==> src/source/memPkg.sv <==
`default_nettype none

package memPkg;

    // one RAM location
    typedef logic [7:0] byte_t;

    // instruction or data word
    typedef logic [31:0] word_t;

    // byte index inside one access
    typedef logic [1:0] beat_t;

    // access size requested by the data side
    typedef enum logic [1:0] {
        lenByte = 2'd0,
        lenHalf = 2'd1,
        lenWord = 2'd2
    } accessLen_t;

    // controller FSM
    typedef enum logic [2:0] {
        idle       = 3'd0,
        fetchRead  = 3'd1,
        loadRead   = 3'd2,
        storeWrite = 3'd3,
        finish     = 3'd4
    } ctrlState_t;

endpackage

`default_nettype wire

==> src/source/loadAssembler.sv <==
`timescale 1ns/1ns
`default_nettype none

module loadAssembler (
    input  wire             clk,
    input  wire             rst,
    input  wire             i_clear,
    input  wire             i_captureEn,
    input  memPkg::beat_t   i_captureBeat,
    input  memPkg::byte_t   i_ramByte,
    output memPkg::word_t   o_word
);

    memPkg::byte_t lanes [4];

    // little-endian, lane 0 is the lowest address
    assign o_word = {lanes[3], lanes[2], lanes[1], lanes[0]};

    // untouched lanes stay zero after the clear
    always_ff @(posedge clk) begin
        if (rst || i_clear) begin
            for (int i = 0; i < 4; i++) begin
                lanes[i] <= '0;
            end
        end else if (i_captureEn) begin
            lanes[i_captureBeat] <= i_ramByte;
        end
    end

    clearNotCapture: assert property (@(posedge clk) disable iff (rst)
        !(i_clear && i_captureEn))
        else $error("new read accepted while a capture is still pending");

endmodule

`default_nettype wire

==> config.mk <==
export PLATFORM = sky130hd
export DESIGN_NAME = loadAssembler
export DESIGN_NICKNAME = d
export VERILOG_FILES = /design/src/source/memPkg.sv /design/src/source/loadAssembler.sv
export SDC_FILE = /design/constraint.sdc
export NUM_CORES = 1
export LEC_CHECK = 0
export BUFFER_PORTS_ARGS = -buffer_cell sky130_fd_sc_hd__buf_2
export CORE_MARGIN = 5
export CORE_UTILIZATION = 25
export CTS_CLUSTER_DIAMETER = 40
export DETAILED_ROUTE_END_ITERATION = 6
export GPL_TIMING_DRIVEN = 1
export SLEW_MARGIN = 30
export SYNTH_ARGS = -nofsm -noshare
export SYNTH_HDL_FRONTEND = slang
export SYNTH_SLANG_ARGS = --single-unit
export TNS_END_PERCENT = 50
==> constraint.sdc <==
create_clock -name clk -period 2.5 [get_ports clk]
set_input_delay 0.375 -clock clk [delete_from_list [all_inputs] [get_ports clk]]
set_output_delay 0.375 -clock clk [all_outputs]
set_load 0.05 [all_outputs]
==> key figures <==
Synthesis
  – Cell accounting for the most synthesized area: edfxtp_1
  – Yosys cell types: 17
  – Sequential share of the synthesized area: 72.45%
  – Syn. warnings: 0
  – Avg Cell Area, Syn: 14.90 µm²
  – Gate Count Post-Synth: 89
  – Syn Nets: 103
  – Synth top area share: 72.45%
  – Post-Syn Area: 0.001326 mm²
  – Synth area leaders: edfxtp_1 (72%), and3_1 (9.9%), nor3_2 (6.8%), inv_1 (2.3%), o21ai_0 (1.5%)
  – Register bit total from synthesis: 32

Routing
  – Remaining DRCs: 0
  – Iter 0 DRT Violations: 47
  – Drt pass-1 iters: 4
  – DR vias/cell: 4.120
  – Drt total wl: 2.904 mm
  – Antenna Nets Post-Route: 0
  – Via count: 861
  – Routed len/inst: 13.89 µm

Placed design
  – DP HPWL: about 2.3 mm
  – Final GP Congestion: 0.6829
  – IO buf count: 45
  – Dpl cells: 201

Finish
  – Area delta synth->final: 30.57%
  – Commonest non-fill, non-tap cell in the layout: buf_2
  – Antenna cells: 0
  – Largest Register: lanes
  – Fin cells: 209
  – Most frequent cells in the layout: buf_2 (45), edfxtp_1 (32), and3_1 (21)
  – Nets: roughly 150
  – Largest regs: lanes x32
  – Layout cells sized above 1: 45.32%
  – Max FFs per register: 32

Power
  – Leak: about 0.00082 µW
  – Pwr dens: 761.2 mW/mm²
  – Peak VDD IR: ~0.19 mV

Floorplanning
  – Initial core utilization: 25.80%
  – Die height: 82.84 µm
  – Full die area: approximately 0.0069 mm²
  – Core box area: 0.005140 mm²
  – # IOs: 46
  – FP Rows: 26
  – Die W: 82.84 µm

Worst setup path
  – Crit Path Category: in2reg
  – Critical Path RT: 2.44 ns
  – Crit start category: input port
  – Number of buffers and inverters on the critical path: 1
  – Crit path DAT: roughly 1.3 ns
  – CP Cell Sequence: buf_2 -> nor2_1 -> o21ai_1
  – Max stage delay on crit path: about 0.40 ns
  – Crit path max-delay family: simple AND/OR/NAND/NOR gates
  – Worst Setup End Kind: flip-flop
  – Slowest stage cell, crit path: nor2_1
  – Worst-path maximum fanout: 11

Global route
  – First-pass GRT wire length: 4.823 mm
  – Initial antenna violation count: 0
  – Largest net degree at the start of global routing: 17
  – Total GRT Usage: slightly below 9%
  – Vias in the first global route: 944
  – Congestion Overflow GR: 0

Clock tree
  – H-tree depth: 2
  – Post-CTS Resized: 0
  – Setup bufs post-CTS: 0
  – Clock transition at path regs: 0.06 ns
  – Total CTS buffers: 5
  – Hold buffers post-CTS: 0
  – CTS tree: done
  – Clock Tree Buf Depth: 2
  – CTS sink count: 32
  – Root buffer cell: clkbuf_8

Timing
  – Final Hold Viols: 0
  – Rel. slew slack: a little over half
  – Total negative setup slack: 0 ns
  – Worst-Margin Slew: 0.6889 ns
  – Count of final max-slew check failures: 0
  – Post-layout min period: between 1 and 1.5 ns
  – Max Clk Rate: 742.8 MHz
  – Final Cycle Share: 53.85%
  – RSZ-0062 raised after global routing: no
  – Setup violators final: 0

Worst hold path
  – Hold_sp: rst
  – Hold Path Cell Cnt: 2
  – Hold Path Sink: lanes[3][7]
  – Min-delay worst type: in2reg

Run
  – Max-capacitance violation count: 0

Outcome
  – Status: completed
layout make-up:
| class | count | area (µm²) |
|---|---|---|
| clock buffers | 5 | 68.82 |
| clock inverters | 3 | 37.54 |
| fillers | 546 | 3408 |
| inverters | 8 | 30.03 |
| multi-input cells | 44 | 306.5 |
| flip-flops and latches | 32 | 960.9 |
| well taps | 70 | 87.58 |
| repair buffers | 47 | 240.2 |
how the worst max path moves through the flow:
stage                     start     endpoint  cells past startpoint
6_report                i_clear  lanes[2][6]                      3
5_1_grt             i_captureEn  lanes[0][3]                      4
4_1_cts             i_captureEn  lanes[2][1]                      3
3_5_place_dp        i_captureEn  lanes[2][1]                      3
3_3_place_gp        i_captureEn  lanes[2][4]                      3
2_1_floorplan  i_captureBeat[1]  lanes[0][0]                      3
cells in the mapped netlist (all sizes together):
master / number
and2: 1
buf: 3
nor3: 10
nor2: 1
nand2: 2
or3b: 1
edfxtp: 32
nor2b: 1
nand2b: 1
clkbuf: 2
and3: 21
nor3b: 1
o21ai: 4
inv: 8
and4: 1
logic make-up after synthesis:
family / share of synthesized area [%]
simple gates: 21.60
flops: 72.45
buf+inv: 4.434
compound gates: 1.509
layer usage:
layer  up-vias  share of wire, %  track usage (%)
met5         -                 0                0
met4         0               1.7            4.458
met3         4               3.9            2.871
met2        32                51            14.50
met1       402                43            10.61
li1        423                 -                -
through the flow:
step | setup slack (ns) | utilization [%] | total power, µW | instance area (µm²) | hold WS [ns]
finish | 1.154 | 33.69 | 1318 | 1732 | 0.4372
global route | 0.9937 | 33.69 | 1370 | 1732 | 0.4367
CTS | 0.8888 | 33.69 | 1330 | 1732 | 0.4247
detailed placement | 0.5970 | 31.62 | 868.2 | 1625 | 0.7191
global placement | 0.6971 | 31.62 | 865.7 | 1625 | 0.7195
floorplan | 0.8045 | - | 805.6 | 1326 | 0.5639
report_power, final:
group / switching (µW) / internal [µW]
logic: 179 / 40.9
clock network: 174 / 290
registers: 9.04 / 625
total: 362 / 956
Power figures use the tool's default switching activity.
