--- config.mk ---
export PLATFORM = sky130hd
export DESIGN_NAME = storeSerializer
export DESIGN_NICKNAME = d
export VERILOG_FILES = /design/src/source/memPkg.sv /design/src/source/storeSerializer.sv
export SDC_FILE = /design/constraint.sdc
export NUM_CORES = 1
export LEC_CHECK = 0
export ABC_AREA = 1
export BUFFER_PORTS_ARGS = -buffer_cell sky130_fd_sc_hd__buf_4
export CAP_MARGIN = 15
export CORE_MARGIN = 1.5
export CORE_UTILIZATION = 30
export CTS_CLUSTER_SIZE = 40
export DETAILED_ROUTE_END_ITERATION = 10
export GPL_TIMING_DRIVEN = 0
export PLACE_DENSITY = 0.57
export SYNTH_ARGS = -nofsm -noshare
export SYNTH_HDL_FRONTEND = slang
export SYNTH_SLANG_ARGS = --single-unit
--- constraint.sdc ---
create_clock -name clk -period 1.15 [get_ports clk]
set_input_delay 0.115 -clock clk [delete_from_list [all_inputs] [get_ports clk]]
set_output_delay 0.115 -clock clk [all_outputs]
set_load 0.05 [all_outputs]
--- src/source/memPkg.sv ---
`default_nettype none

package memPkg;

    // one RAM location
    typedef logic [7:0] byte_t;

    // instruction or data word
    typedef logic [31:0] word_t;

    // byte index inside one access
    typedef logic [1:0] beat_t;

    // access size requested by the data side
    typedef enum logic [1:0] {
        lenByte = 2'd0,
        lenHalf = 2'd1,
        lenWord = 2'd2
    } accessLen_t;

    // controller FSM
    typedef enum logic [2:0] {
        idle       = 3'd0,
        fetchRead  = 3'd1,
        loadRead   = 3'd2,
        storeWrite = 3'd3,
        finish     = 3'd4
    } ctrlState_t;

endpackage

`default_nettype wire

--- src/source/storeSerializer.sv ---
`timescale 1ns/1ns
`default_nettype none

module storeSerializer (
    input  wire             clk,
    input  wire             rst,
    input  wire             i_latch,
    input  memPkg::word_t   i_storeWord,
    input  memPkg::beat_t   i_beat,
    output memPkg::byte_t   o_byte
);

    memPkg::word_t storeWord;

    // frozen for the whole access
    always_ff @(posedge clk) begin
        if (rst) begin
            storeWord <= '0;
        end else if (i_latch) begin
            storeWord <= i_storeWord;
        end
    end

    // lane for the beat being written
    assign o_byte = storeWord[{i_beat, 3'b000} +: 8];

endmodule

`default_nettype wire

==> results of run 1 <==
## kinds of logic (layout without fill, tap and decap cells)
group                  count (synthesis)  in the layout  share of synthesized area (%)
AOI/OAI and AO/OA                     32             32                           10.4
and+or+nand+nor                      120            120                           30.6
buffers and inverters                 49            103                           17.2
DFF                                   32             32                           41.7
## layer usage
layer,track usage [%],vias to the layer above
li1,-,806
met1,19.6,656
met2,22.1,32
met3,4.07,4
met4,4.24,0
met5,0,-
## what timing repair did
action | in CTS | in global routing
pin swaps | 10 | 15
cloned | 0 | 0
setup buffers | 0 | 5
endpoints found under the setup margin | 8 | 8
hold buffers | 0 | 0
gates resized for setup | 37 | 41
## worst register-to-register path, stage by stage (launching register included)
cell and delay [ns]:
dfxtp_2 0.32, buf_4 0.12, nand2_1 0.05, a21oi_1 0.05
## power by group through the flow
stage          sequential (mW)  clock (mW)  combinational [mW]
3_3_place_gp              1.22           0               0.520
5_1_grt                   1.22       0.944               0.667
3_5_place_dp              1.22           0               0.522
6_report                  1.21       0.880               0.606
4_1_cts                   1.21       0.904               0.558
2_1_floorplan             1.22           0               0.334
## through the flow
step	hold slack, ns	instance area, µm²	utilization (%)	worst slack, ns
after floorplan	0.184	1540	-	0.183
after global placement	0.322	1930	40.0	0.0907
after detailed placement	0.328	1930	40.0	0.101
after CTS	0.0232	2090	43.4	-0.0203
after global routing	0.0296	2220	46.1	-0.0413
final	0.0226	2220	46.1	0.00627
## final timing paths
kind | from | end | slack, ns | depth (start not counted)
min | rst | storeWord[31] | 0.02 | 2
min reg2reg | storeWord[13] | storeWord[13] | 0.46 | 2
max reg2reg | storeWord[23] | storeWord[23] | 0.47 | 3
max | storeWord[15] | o_byte[7] | 0.006 | 5
## cell type report
type                    count  share of cell area [%]
plain buffers              14                    5.63
clock buffers               8                    4.05
inverters                  35                    6.25
multi-input cells         152                    31.9
flip-flops and latches     32                    30.5
well taps                  67                    3.77
repair buffers             46                    17.9
## cell usage in the layout, fill, tap and decap left out, drive strengths merged
| cell | n |
|---|---|
| inv | 34 |
| buf | 57 |
| nand2 | 104 |
| nand3 | 16 |
| a21oi | 32 |
| clkbuf | 11 |
| dfxtp | 32 |
| clkinv | 1 |
==> flow_summary.ini, run 1 <==
[run_status]
status = complete, no violations

[detailed_routing]
highest_layer = met4
dr_wl_met2_mm = 1.68
via_per_inst = 4.23
drtIter0Drc = 90
wl_met3_um = 187
antenna_left = 0
post-route-drc-count = 0
drtPass1Iterations = 4
num_vias = 1498
wire_per_inst_um = 10.6
wirelength_mm = 3.75
m1WireLength_mm = 1.86

[pwr]
p_int_mw = 1.94
leakage_nw = 1.03
pwr-share-seq_pct = 45.0
sw_frac_of_total_pct = 28.0
peakVddDrop_uv = 522
p_sw_mw = 0.754
p_clk_share_pct = 32.6
finalPower_mw = 2.70
combinationalPowerShare_pct = 22.4
powerDensity_nw_per_um2 = 1210

[clock_network]
cts.clk_slew.worst_paths_ns = 0.07
ctsRootBufferMaster = clkbuf_8
clockBufferDepth = 2
htree_levels = 2
cts_tree = done
cts.sinks = 32
numCtsBuffers = 5
clkLatencyLatePin_ns = 0.28

[global_route]
track_usage_pct = 14.4
antenna_found_initial = 0
grt_pass1_vias = 1372
grt_max_degree = 11
gr-total-overflow = 0
grt_pass1_wl_mm = 6.02

[sta]
max_freq_ghz = 0.874
period_share_pct = 99.5
tightest_slew_ns = 0.460
rsz0062_at_grt = yes
fin_tns_setup_ns = 0
fin_crit_ns = 1.14
finalClockSkew_ns = 0
slew_viol_final = 0
slew-limit-headroom_pct = 69.3
hold_viol = 0
setup-violations-final = 0

[yosys]
yosysTopAreaCell = dfxtp_1
ys_ff_latch = 32
async_flop_share_pct = 0
avgSynthCellArea_um2 = 6.59
synth.most_common_cell = nand2_1
ys_types = 11
synth_nets = 270
synth_ff_type = dfxtp_1
yosysTopAreaCellShare_pct = 41.7
netlist_area_um2 = 1540
ys_warn_count = 0
yosysSeqAreaShare_pct = 41.7
synth_common_cells = nand2_1 (104), inv_1 (33), a21oi_1 (32), dfxtp_1 (32), nand3_1 (16)
ys_top_cells_by_area = dfxtp_1 (42%), nand2_1 (25%), a21oi_1 (10%)
synthesis.instances = 233
synth_edf_count = 0

[worst_setup_path]
required_ns = 1.03
start_kind = flop
cp_max_fo = 2
crit_chain = inv_1, nand2_1, nand3_1, nand2_2, buf_8
slowest_stage = dfxtp_2
path_class = flop to output pin
critPathBufInv = 2
worstPathArrival_ns = 1.03
slowest_delay_ns = 0.32
crit_family = flip-flops
endpoint_kind = output pin

[placement]
io_buffers = 41
place_congestion = 0.790
hpwl_mm = 2.71
dp_cells = 341

[floorplan]
coreArea_um2 = 4820
boundaryPins = 45
dieHeight_um = 74.5
initial_utilization_pct = 31.9
rows = 25
die_area_um2 = 5560
die_x_um = 74.5

[final_layout]
regArea_um2 = 678
largest_reg_flops = 32
nFillCells = 541
multi_input_area_um2 = 708
syn_to_final_growth_pct = 44.7
drive_gt1_share_pct = 44.9
reg_top3 = storeWord (32)
final_cells = 354
top_register = storeWord
final_net_count = 323
antenna_cells = 0

[job]
cap_viol_max_count = 0

[hold_path]
hp-class = primary input to flop
No activity file was read; power rests on OpenSTA's default activity.
==> inputs of run 2 (changes only) <==
--- a/config.mk
+++ b/config.mk
@@ -12,3 +12,2 @@
 export CORE_UTILIZATION = 30
-export CTS_CLUSTER_SIZE = 40
 export DETAILED_ROUTE_END_ITERATION = 10
--- a/constraint.sdc
+++ b/constraint.sdc
@@ -3,2 +3,2 @@
 set_output_delay 0.115 -clock clk [all_outputs]
-set_load 0.05 [all_outputs]
+set_load 0.02 [all_outputs]
==> flow_summary.ini, run 2 (synthesis gave the netlist of run 1 again) <==
[placement]
io_buffers = 41
placed_area_um2 = 1930
place_congestion = 0.790
hpwl_mm = 2.71

[global_route]
grt_pass1_wl_mm = 5.91
grt_max_degree = 11
gr-total-overflow = 0
grt_pass1_vias = 1356
antenna_found_initial = 0
track_usage_pct = 14.1

[worst_setup_path]
crit_path_start = storeWord[15]
path_class = flop to output pin
start_kind = flop
cp_max_fo = 2
required_ns = 1.03
endpoint_kind = output pin
reg2reg_from = storeWord[23]
worstPathArrival_ns = 1.00
rrSetupSlack_ns = 0.48

[final_layout]
largest_reg_flops = 32
drive_gt1_share_pct = 36.0
fin_util_pct = 44.3
fin_area_um2 = 2140
syn_to_final_growth_pct = 39.1
reg_top3 = storeWord (32)
antenna_cells = 0
layout_common_cells = nand2_1 (94), buf_4 (35), a21oi_1 (32)
layout_commonest_cell = nand2_1
final_net_count = 319
top_register = storeWord
nFillCells = 554

[run_status]
status = complete, no violations

[pwr]
pwr-share-seq_pct = 46.6
p_clk_share_pct = 33.9
sw_frac_of_total_pct = 26.2
peakVddDrop_uv = 487
combinationalPowerShare_pct = 19.4
p_sw_mw = 0.678
powerDensity_nw_per_um2 = 1210
finalPower_mw = 2.59
leakage_nw = 0.992
p_int_mw = 1.91

[sta]
hold_viol = 0
setup-violations-final = 0
max_freq_ghz = 0.899
fin_tns_setup_ns = 0
slew-limit-headroom_pct = 69.7
finalClockSkew_ns = 0
period_share_pct = 96.8
rsz0062_at_grt = yes
whs_ns = 0.0245
fin_crit_ns = 1.11
tightest_slew_ns = 0.455
slew_viol_final = 0

[clock_network]
cts.clk_slew.worst_paths_ns = 0.07
ctsRootBufferMaster = clkbuf_8
clockBufferDepth = 2
numCtsBuffers = 5
clkLatencyLatePin_ns = 0.28
cts.sinks = 32
cts_tree = done
htree_levels = 2

[job]
cap_viol_max_count = 0

[hold_path]
hp-start = rst
hp-class = primary input to flop

[detailed_routing]
post-route-drc-count = 0
wire_per_inst_um = 10.7
num_vias = 1473
drtIter0Drc = 69
antenna_left = 0
via_per_inst = 4.21
drtPass1Iterations = 4
wirelength_mm = 3.74

[floorplan]
die_x_um = 74.5
initial_utilization_pct = 31.9
rows = 25
boundaryPins = 45
coreArea_um2 = 4820
dieHeight_um = 74.5
die_area_um2 = 5560
run 2: final timing paths:
path,to,depth (start not counted)
worst min-delay path,storeWord[31],2
worst min register to register,storeWord[13],2
worst max-delay path,o_byte[7],5
worst max register to register,storeWord[23],3
run 2: final cells by class:
| type | count | area (µm²) | share of cell area (%) |
|---|---|---|---|
| multi-input combinational | 152 | 686 | 32.1 |
| timing repair buffer | 42 | 345 | 16.2 |
| clock buffer | 8 | 90.1 | 4.22 |
| sequential | 32 | 667 | 31.2 |
| buffer | 14 | 125 | 5.86 |
| inverter | 35 | 139 | 6.50 |
| tap | 67 | 83.8 | 3.93 |
run 2: power groups by stage:
stage          Combinational, mW  Clock [mW]  Sequential, mW
2_1_floorplan              0.272           0            1.22
3_3_place_gp               0.457           0            1.22
3_5_place_dp               0.459           0            1.22
4_1_cts                    0.464       0.904            1.20
5_1_grt                    0.561       0.944            1.22
6_report                   0.503       0.879            1.21
run 2: repair_timing:
item,4_1_cts,5_1_grt
pin swaps,0,14
endpoints found under the setup margin,1,8
setup buffers,0,1
gates cloned,0,0
resized for setup,1,48
hold buffers,0,0
run 2: per-stage QoR:
| step | worst slack, ns | cells |
|---|---|---|
| 2_1_floorplan | 0.367 | 233 |
| 3_3_place_gp | 0.148 | 341 |
| 3_5_place_dp | 0.158 | 341 |
| 4_1_cts | 0.00129 | 349 |
| 5_1_grt | -0.0170 | 350 |
| 6_report | 0.0373 | 350 |
run 2: layer usage:
| metal | wire [µm] | GRT usage, % | vias up |
|---|---|---|---|
| met5 | 0 | 0 | - |
| met4 | 32 | 4.24 | 0 |
| met3 | 190 | 4.07 | 4 |
| met2 | 1660 | 21.6 | 37 |
| met1 | 1850 | 19.4 | 634 |
| li1 | - | - | 798 |
run 2: critical path, stage by stage (launching register included):
cell     delay [ns]
dfxtp_2        0.32
inv_1          0.03
nand2_1        0.05
nand3_1        0.08
nand2_2        0.10
buf_6          0.12
