[config.mk]
export PLATFORM = sky130hd
export DESIGN_NAME = memCtrl
export DESIGN_NICKNAME = d
export VERILOG_FILES = /design/src/source/memPkg.sv /design/src/source/memCtrl.sv
export SDC_FILE = /design/constraint.sdc
export NUM_CORES = 1
export LEC_CHECK = 0
export BUFFER_PORTS_ARGS = -buffer_cell sky130_fd_sc_hd__buf_2
export CAP_MARGIN = 20
export CORE_AREA = 4 4 70 72
export DETAILED_ROUTE_END_ITERATION = 6
export DIE_AREA = 0 0 74 76
export SLEW_MARGIN = 20
export SYNTH_ARGS = -nofsm -noshare
export SYNTH_HDL_FRONTEND = slang
export SYNTH_SLANG_ARGS = --single-unit
[constraint.sdc]
create_clock -name clk -period 3 [get_ports clk]
set_input_delay 0 -clock clk [delete_from_list [all_inputs] [get_ports clk]]
set_output_delay 0 -clock clk [all_outputs]
set_load 0.005 [all_outputs]
[src/source/memPkg.sv]
`default_nettype none

package memPkg;

    // one RAM location
    typedef logic [7:0] byte_t;

    // instruction or data word
    typedef logic [31:0] word_t;

    // byte index inside one access
    typedef logic [1:0] beat_t;

    // access size requested by the data side
    typedef enum logic [1:0] {
        lenByte = 2'd0,
        lenHalf = 2'd1,
        lenWord = 2'd2
    } accessLen_t;

    // controller FSM
    typedef enum logic [2:0] {
        idle       = 3'd0,
        fetchRead  = 3'd1,
        loadRead   = 3'd2,
        storeWrite = 3'd3,
        finish     = 3'd4
    } ctrlState_t;

endpackage

`default_nettype wire

[src/source/memCtrl.sv]
`timescale 1ns/1ns
`default_nettype none

module memCtrl #(
    parameter int AddrWidth = 12
) (
    input  wire                       clk,
    input  wire                       rst,
    input  wire                       i_stall,
    input  wire                       i_fetchEn,
    input  wire [AddrWidth-1:0]       i_fetchAddr,
    input  wire                       i_dataEn,
    input  wire                       i_dataStore,
    input  memPkg::accessLen_t        i_dataLen,
    input  wire [AddrWidth-1:0]       i_dataAddr,
    output logic                      o_ramEn,
    output logic                      o_ramWe,
    output logic [AddrWidth-1:0]      o_ramAddr,
    output memPkg::beat_t             o_issueBeat,
    output logic                      o_captureEn,
    output memPkg::beat_t             o_captureBeat,
    output logic                      o_clearWord,
    output logic                      o_latchStore,
    output logic                      o_fetchDone,
    output logic                      o_dataDone
);

    memPkg::ctrlState_t state;
    logic [AddrWidth-1:0] baseAddr;
    memPkg::beat_t beat;
    memPkg::beat_t lastBeat;
    logic serveFetch;

    // read latency tracking
    logic capFlag;
    memPkg::beat_t capBeat;

    logic fetchDoneReg;
    logic dataDoneReg;

    logic acceptOk;
    logic takeData;
    logic takeFetch;
    logic readIssue;

    // last beat index for a data access
    function automatic memPkg::beat_t lenToLast(input memPkg::accessLen_t len);
        memPkg::beat_t last;
        case (len)
            memPkg::lenByte: last = 2'd0;
            memPkg::lenHalf: last = 2'd1;
            default:         last = 2'd3;
        endcase
        return last;
    endfunction

    // no new request while a done pulse is still pending
    assign acceptOk  = (state == memPkg::idle) && !fetchDoneReg && !dataDoneReg && !i_stall;
    assign takeData  = acceptOk && i_dataEn;
    assign takeFetch = acceptOk && !i_dataEn && i_fetchEn;

    assign readIssue = (state == memPkg::fetchRead) || (state == memPkg::loadRead);

    assign o_ramEn      = (readIssue || (state == memPkg::storeWrite)) && !i_stall;
    assign o_ramWe      = (state == memPkg::storeWrite) && !i_stall;
    assign o_ramAddr    = baseAddr + AddrWidth'(beat);
    assign o_issueBeat  = beat;

    assign o_captureEn   = capFlag && !i_stall;
    assign o_captureBeat = capBeat;

    assign o_clearWord  = takeFetch || (takeData && !i_dataStore);
    assign o_latchStore = takeData && i_dataStore;

    // held through a stall and shown once it lifts
    assign o_fetchDone = fetchDoneReg && !i_stall;
    assign o_dataDone  = dataDoneReg && !i_stall;

    always_ff @(posedge clk) begin
        if (takeData) begin
            baseAddr <= i_dataAddr;
        end else if (takeFetch) begin
            baseAddr <= i_fetchAddr;
        end
    end

    always_ff @(posedge clk) begin
        if (rst) begin
            state        <= memPkg::idle;
            beat         <= '0;
            lastBeat     <= '0;
            serveFetch   <= 1'b0;
            capFlag      <= 1'b0;
            capBeat      <= '0;
            fetchDoneReg <= 1'b0;
            dataDoneReg  <= 1'b0;
        end else if (!i_stall) begin
            fetchDoneReg <= 1'b0;
            dataDoneReg  <= 1'b0;
            // byte lands in the RAM register one cycle after its address
            capFlag      <= readIssue;
            capBeat      <= beat;

            case (state)
                memPkg::idle: begin
                    beat <= '0;
                    if (takeData) begin
                        state      <= i_dataStore ? memPkg::storeWrite : memPkg::loadRead;
                        lastBeat   <= lenToLast(i_dataLen);
                        serveFetch <= 1'b0;
                    end else if (takeFetch) begin
                        state      <= memPkg::fetchRead;
                        lastBeat   <= 2'd3;
                        serveFetch <= 1'b1;
                    end
                end
                memPkg::fetchRead,
                memPkg::loadRead: begin
                    if (beat == lastBeat) begin
                        state <= memPkg::finish;
                        beat  <= '0;
                    end else begin
                        beat <= beat + 2'd1;
                    end
                end
                memPkg::storeWrite: begin
                    // no read latency, so done follows the last write directly
                    if (beat == lastBeat) begin
                        state       <= memPkg::idle;
                        beat        <= '0;
                        dataDoneReg <= 1'b1;
                    end else begin
                        beat <= beat + 2'd1;
                    end
                end
                memPkg::finish: begin
                    state <= memPkg::idle;
                    if (serveFetch) begin
                        fetchDoneReg <= 1'b1;
                    end else begin
                        dataDoneReg <= 1'b1;
                    end
                end
                default: begin
                    state <= memPkg::idle;
                end
            endcase
        end
    end

    doneExclusive: assert property (@(posedge clk) disable iff (rst)
        !(o_fetchDone && o_dataDone))
        else $error("fetch and data done high in the same cycle");

    // writes stay within the beats of the store the client is holding
    writeOnlyInStore: assert property (@(posedge clk) disable iff (rst)
        o_ramWe |-> (state == memPkg::storeWrite) && !serveFetch
                    && (beat <= lenToLast(i_dataLen)))
        else $error("RAM write outside the beats of a store access");

    stallFreezes: assert property (@(posedge clk) disable iff (rst)
        i_stall |=> $stable(state) && $stable(beat) && $stable(capFlag)
                    && $stable(fetchDoneReg) && $stable(dataDoneReg))
        else $error("controller moved during a stall");

endmodule

`default_nettype wire

==> summary.md, run 1 <==
| Metric | Value |
|---|---|
| Root buffer cell | clkbuf_8 |
| Vias in the first global route | 1136 |
| Static Leak | 0.818 nW |
| Crit start category | flop |
| Post-synthesis sequential area ratio | 42.1% |
| IO Pins | 55 |
| DIE AREA | 5620 um2 |
| Required time worst endpoint | 3000 ps |
| Commonest non-fill, non-tap cell in the layout | buf_2 |
| Routed wire length | 3.20 mm |
| Worst hold margin | 22.2 ps |
| Largest net degree at the start of global routing | 21 |
| Synthesis Warnings | 0 |
| Worst Hold Class | primary input to flop |
| Final #Nets | 224 |
| GRT overflow | 0 |
| Final Wtd Congestion | 0.782 |
| Worst-skew pair later-pin latency | 260 ps |
| Power per standard cell area | 463 nW/um2 |
| RSZ-0062 raised after global routing | false |
| Number of port buffers | 54 |
| Async SR Flop Fraction | 0% |
| Final Cell Area | 1820 um2 |
| Global routing usage on met3 | 1.58% |
| Hold Buf Count CTS | 0 |
| Antenna violations before repair | 0 |
| Least-Margin Pin Slew | 667 ps |
| Initial core utilization | 34.4% |
| Main flop type after synthesis | dfxtp_1 |
| Critical path type | flop to output port |
| Post-Place Cell Area | 1770 um2 |
| Share of post-route cells with drive strength above 1 | 39.9% |
| Grt peak-use layer | met2 |
| Die X | 74 um |
| Via density | 4.99 |
| First-pass GRT wire length | 5.05 mm |
| Met2 Use GR | 17.6% |
| Netlist cell types | 40 |
| Endpoints failing setup | 0 |
| CTS max path bufs | 2 |
| ANT nets after route | 0 |
| Final core utilization | 42.4% |
| Fin crit share | 69.7% |
| Slew Viols, Final | 0 |
| Critical Path AT | 2090 ps |
| CORE AREA | 4290 um2 |
| DR vias | 1198 |
| # resized after CTS | 0 |
| TritonCTS clock tree | built |
| DR iter-0 viols | 28 |
| Sum Neg Setup Slack | 0 ps |
| Gate Count Post-Synth | 137 |
| Status | complete, no violations |
| Highest net fanout along the worst path | 16 |
| Number of flops mapped to enable cells by yosys | 12 |
| Peak VDD IR | 0.293 mV |
| GR Util met1 | 15.6% |
| Max_cap viols | 0 |
| Clock H-tree levels | 1 |
| Avg WL per Cell | 13.3 um |
| Register bit total from synthesis | 25 |
| Mapped Area | 1480 um2 |
| Setup crit end kind | output port |
| CTS Sinks | 25 |
| Syn_area_per_cell | 10.8 um2 |
| Syn nets | 172 |
| DRT Pass-1 Iters | 4 |
| Final clock skew | 1.85 ps |
| Row cnt | 24 |
| Fmax achieved | 478 MHz |
| Die height | 76 um |
| GRT Total Usage | 10.9% |
| Commonest non-fill, non-tap cells in the layout | 54 x buf_2, 13 x dfxtp_1, 12 x edfxtp_1 |
| CTS clock-pin slew for the worst setup and hold paths | 80 ps |
| Slew HR | 55.6% |
| Post-DP HPWL | 2.44 mm |
| Final min period | 2090 ps |
| Diode count | 0 |
| Area grow syn2layout | 23.3% |
| Final hold vios | 0 |
| DRC Markers | 0 |
| CTS buffer count | 3 |
| Buffer count from post-CTS setup fixing | 0 |
==> sequential cells by signal, summed over array words and instances (netlist names) <==
signal and cells:
baseAddr 12, serveFetch 1, state 3, fetchDoneReg 1, o_issueBeat 2, capFlag 1, dataDoneReg 1, o_captureBeat 2
lastBeat 2
==> synthesized netlist by cell type (2+ instances only) <==
cell / instances / area share, %
or2_2: 3 / 1.3
buf_2: 2 / 0.68
o21ai_0: 3 / 1.0
xnor2_1: 4 / 2.4
mux2_2: 5 / 3.8
inv_1: 8 / 2.0
clkbuf_1: 4 / 1.0
a21oi_1: 5 / 1.7
nor2_1: 10 / 2.5
xor2_1: 10 / 5.9
dfxtp_1: 13 / 18
nor4b_1: 3 / 1.8
o211a_1: 2 / 1.4
nor3b_1: 2 / 1.0
mux2_4: 7 / 7.1
nand2_1: 6 / 1.5
nor2b_1: 5 / 2.1
ha_1: 2 / 1.7
edfxtp_1: 12 / 24
nand4b_1: 3 / 1.8
nand4_1: 3 / 1.3
nor3_1: 3 / 1.0
o2111ai_1: 4 / 2.4
mux2i_1: 2 / 1.4
==> area by class of cell <==
type | count | area (um2)
Clock buffer | 4 | 45.0
Fill cell | 436 | 2470
Inverter | 8 | 30.0
Multi-Input combinational cell | 97 | 788
Sequential cell | 25 | 621
Tap cell | 52 | 65.1
Timing Repair Buffer | 54 | 270
==> per-layer routing <==
metal / routed length, um / vias up
met5: 0 / -
met1: 1600 / 559
met4: 12 / 0
li1: - / 606
met3: 194 / 2
met2: 1400 / 31
==> worst max-delay path: stages, from the launching register on <==
cell	delay [ps]
dfxtp_1	390
nor4_4	410
and3_1	660
a21boi_0	240
buf_2	140
==> logic make-up after synthesis <==
| logic type | count (synthesis) | share of synthesized area [%] |
|---|---|---|
| compound gates | 22 | 10.9 |
| xor+xnor | 14 | 8.31 |
| fa+ha+maj | 3 | 3.05 |
| buf+inv | 15 | 4.50 |
| flops | 25 | 42.1 |
| mux | 14 | 12.3 |
| simple gates | 44 | 18.9 |
==> metrics by stage <==
step	cells	power [W]	setup WS (ps)
final	240	0.000842	910
after CTS	240	0.000852	884
after global placement	236	0.000658	1210
after detailed placement	236	0.000658	1170
after global routing	240	0.000891	737
after floorplan	137	0.000585	1410
==> worst paths after layout <==
check	cells past startpoint	slack, ps	to	start
worst max-delay path	4	910	o_clearWord	state[0]
worst min-delay path	2	20	lastBeat[0]	i_dataLen[0]
worst max register to register	2	1180	baseAddr[4]	state[0]
worst min register to register	2	480	fetchDoneReg	fetchDoneReg
==> report_power, final <==
| part | internal [W] | switching [W] | leakage [nW] | total [W] |
|---|---|---|---|---|
| sequential | 0.000402 | 0.0000382 | 0.219 | 0.000441 |
| clock | 0.0000946 | 0.0000990 | 0.0228 | 0.000194 |
| combinational | 0.000108 | 0.000101 | 0.576 | 0.000208 |
| total | 0.000605 | 0.000238 | 0.818 | 0.000842 |
(Power assumes the default switching activity.)
==> run 2, diff against run 1 <==
clock period = 1.9 ns   (was 3 ns; I/O delays follow)
==> run 2 against run 1 <==
Die area unchanged. Largest cell class unchanged. First-iteration DRC count increased by 7.1%. Count of clock-buffer cells in the layout unchanged.
==> summary.md, run 2 (synthesized netlist as in run 1, its figures left out) <==
| Metric | Value |
|---|---|
| Diode count | 0 (unchanged) |
| Crit start category | flop |
| Final #Nets | 228 (+1.8%) |
| Status | complete, no violations |
| Area grow syn2layout | 26.3% |
| Row cnt | 24 (unchanged) |
| DR iter-0 viols | 30 (+7.1%) |
| Commonest non-fill, non-tap cell in the layout | buf_2 |
| Highest net fanout along the worst path | 5 (-11) |
| Avg WL per Cell | 13.1 um (-2.1%) |
| Critical path type | flop to output port |
| Fmax achieved | 564 MHz |
| Static Leak | 0.839 nW (+2.6%) |
| Largest net degree at the start of global routing | 20 (-4.8%) |
| Final Wtd Congestion | 0.799 (+2.1%) |
| Largest registers | baseAddr x12, state x3 |
| Setup crit end kind | output port |
| Final hold vios | 0 (unchanged) |
| CTS buffer count | 3 (unchanged) |
| Die height | 76 um (unchanged) |
| Critical Path AT | 1770 ps (-320 ps) |
| Initial core utilization | 34.4% (unchanged) |
| CTS Sinks | 25 (unchanged) |
| GRT Total Usage | 10.8% (-0.13 points) |
| TritonCTS clock tree | built |
| ANT nets after route | 0 (unchanged) |
| Share of post-route cells with drive strength above 1 | 43.2% (+3.3 points) |
| Biggest register | baseAddr |
| Routed wire length | 3.19 mm (-0.47%) |
| CTS max path bufs | 2 (unchanged) |
| Antenna violations before repair | 0 (unchanged) |
| Worst Hold Class | primary input to flop |
| Least-Margin Pin Slew | 444 ps (-223 ps) |
| Sum Neg Setup Slack | 0 ps (unchanged) |
| CORE AREA | 4290 um2 (unchanged) |
| Fin crit share | 93.3% |
| Endpoints failing setup | 0 (unchanged) |
| CTS clock-pin slew for the worst setup and hold paths | 80 ps (about the same) |
| Required time worst endpoint | 1900 ps (-1100 ps) |
| Post-DP HPWL | 2.43 mm (-0.61%) |
| Power per standard cell area | 717 nW/um2 (+55%) |
| Peak VDD IR | 0.277 mV (-5.2%) |
| GRT overflow | 0 (unchanged) |
| First-pass GRT wire length | 5.02 mm (-0.67%) |
| Die X | 74 um (unchanged) |
| DIE AREA | 5620 um2 (unchanged) |
| Via density | 4.77 (-4.5%) |
| Vias in the first global route | 1154 (+1.6%) |
| Final clock skew | 2.30 ps (+0.450 ps) |
| Clock H-tree levels | 1 (unchanged) |
| Slew Viols, Final | 0 (unchanged) |
| DRC Markers | 0 (unchanged) |
| DR vias | 1163 (-2.9%) |
| Worst hold margin | 26.5 ps (+4.34 ps) |
| Final min period | 1770 ps |
| Worst-skew pair later-pin latency | 260 ps (about the same) |
| Number of flip-flops in the largest register | 12 (unchanged) |
| Max_cap viols | 0 (unchanged) |
| Commonest non-fill, non-tap cells in the layout | 54 x buf_2, 12 x edfxtp_1, 12 x dfxtp_1 |
| Hold Buf Count CTS | 0 (unchanged) |
| Number of port buffers | 54 (unchanged) |
| IO Pins | 55 (unchanged) |
| DRT Pass-1 Iters | 4 (unchanged) |
| Slew HR | 70.3% (+15 points) |
| Root buffer cell | clkbuf_8 |
## run 2: cell types whose count changed in the layout (fill, tap and decap cells not counted)
cell	delta
dfxtp_2	+1
fa_1	-1
dfxtp_1	-1
nor3_2	+2
fa_2	+1
nor3_1	-2
buf_4	+4
## run 2: metrics by stage
step / area (um2) / power (W) / util [%] / setup slack (ps) / instances
finish: 1860 / 0.00134 / 43.4 / 126 / 244
global placement: 1800 / 0.00105 / 42.0 / 207 / 240
CTS: 1850 / 0.00135 / 43.1 / 14.6 / 244
floorplan: 1480 / 0.000923 / - / 307 / 137
global route: 1860 / 0.00142 / 43.4 / -9.02 / 244
detailed placement: 1800 / 0.00105 / 42.0 / 158 / 240
## run 2: critical path, cell delays in order, from the launching register on
cell and delay [ps]:
dfxtp_1 340, ha_1 200, inv_1 70, fa_2 400, nor3_2 220, xor2_1 160, buf_2 130
## run 2: report_power, final
group | switching (W) | internal (W) | leakage, nW
Clock | 0.000154 | 0.000149 | 0.0228
Sequential | 0.0000535 | 0.000635 | 0.219
Combinational | 0.000165 | 0.000180 | 0.597
## run 2: cell type report
cell class | instances | area, um2
clock buffers | 4 | 45.0
inverters | 8 | 30.0
repair buffers | 58 | 300
well taps | 52 | 65.1
fillers | 419 | 2430
multi-input cells | 97 | 801
flip-flops and latches | 25 | 622
## run 2: path summary, 6_finish.rpt
check / depth (start not counted) / start / slack, ps / end
worst max-delay path: 6 / o_issueBeat[0] / 130 / o_ramAddr[10]
worst min-delay path: 2 / i_dataLen[0] / 30 / lastBeat[0]
worst max register to register: 3 / state[0] / 190 / baseAddr[4]
worst min register to register: 2 / fetchDoneReg / 480 / fetchDoneReg
## run 2: per-layer routing
| metal | GRT usage, % | vias to the layer above | wire length [um] | share of wire [%] |
|---|---|---|---|---|
| met2 | 16.3 | 38 | 1440 | 45 |
| met4 | 1.81 | 0 | 4 | 0.13 |
| met5 | 0 | - | 0 | 0 |
| li1 | - | 608 | - | - |
| met1 | 15.6 | 515 | 1490 | 47 |
| met3 | 2.77 | 2 | 249 | 7.8 |
## run 2: timing repair
action	4_1_cts	5_1_grt
setup buffers	0	0
gates resized for setup	1	3
endpoints found under the setup margin	2	4
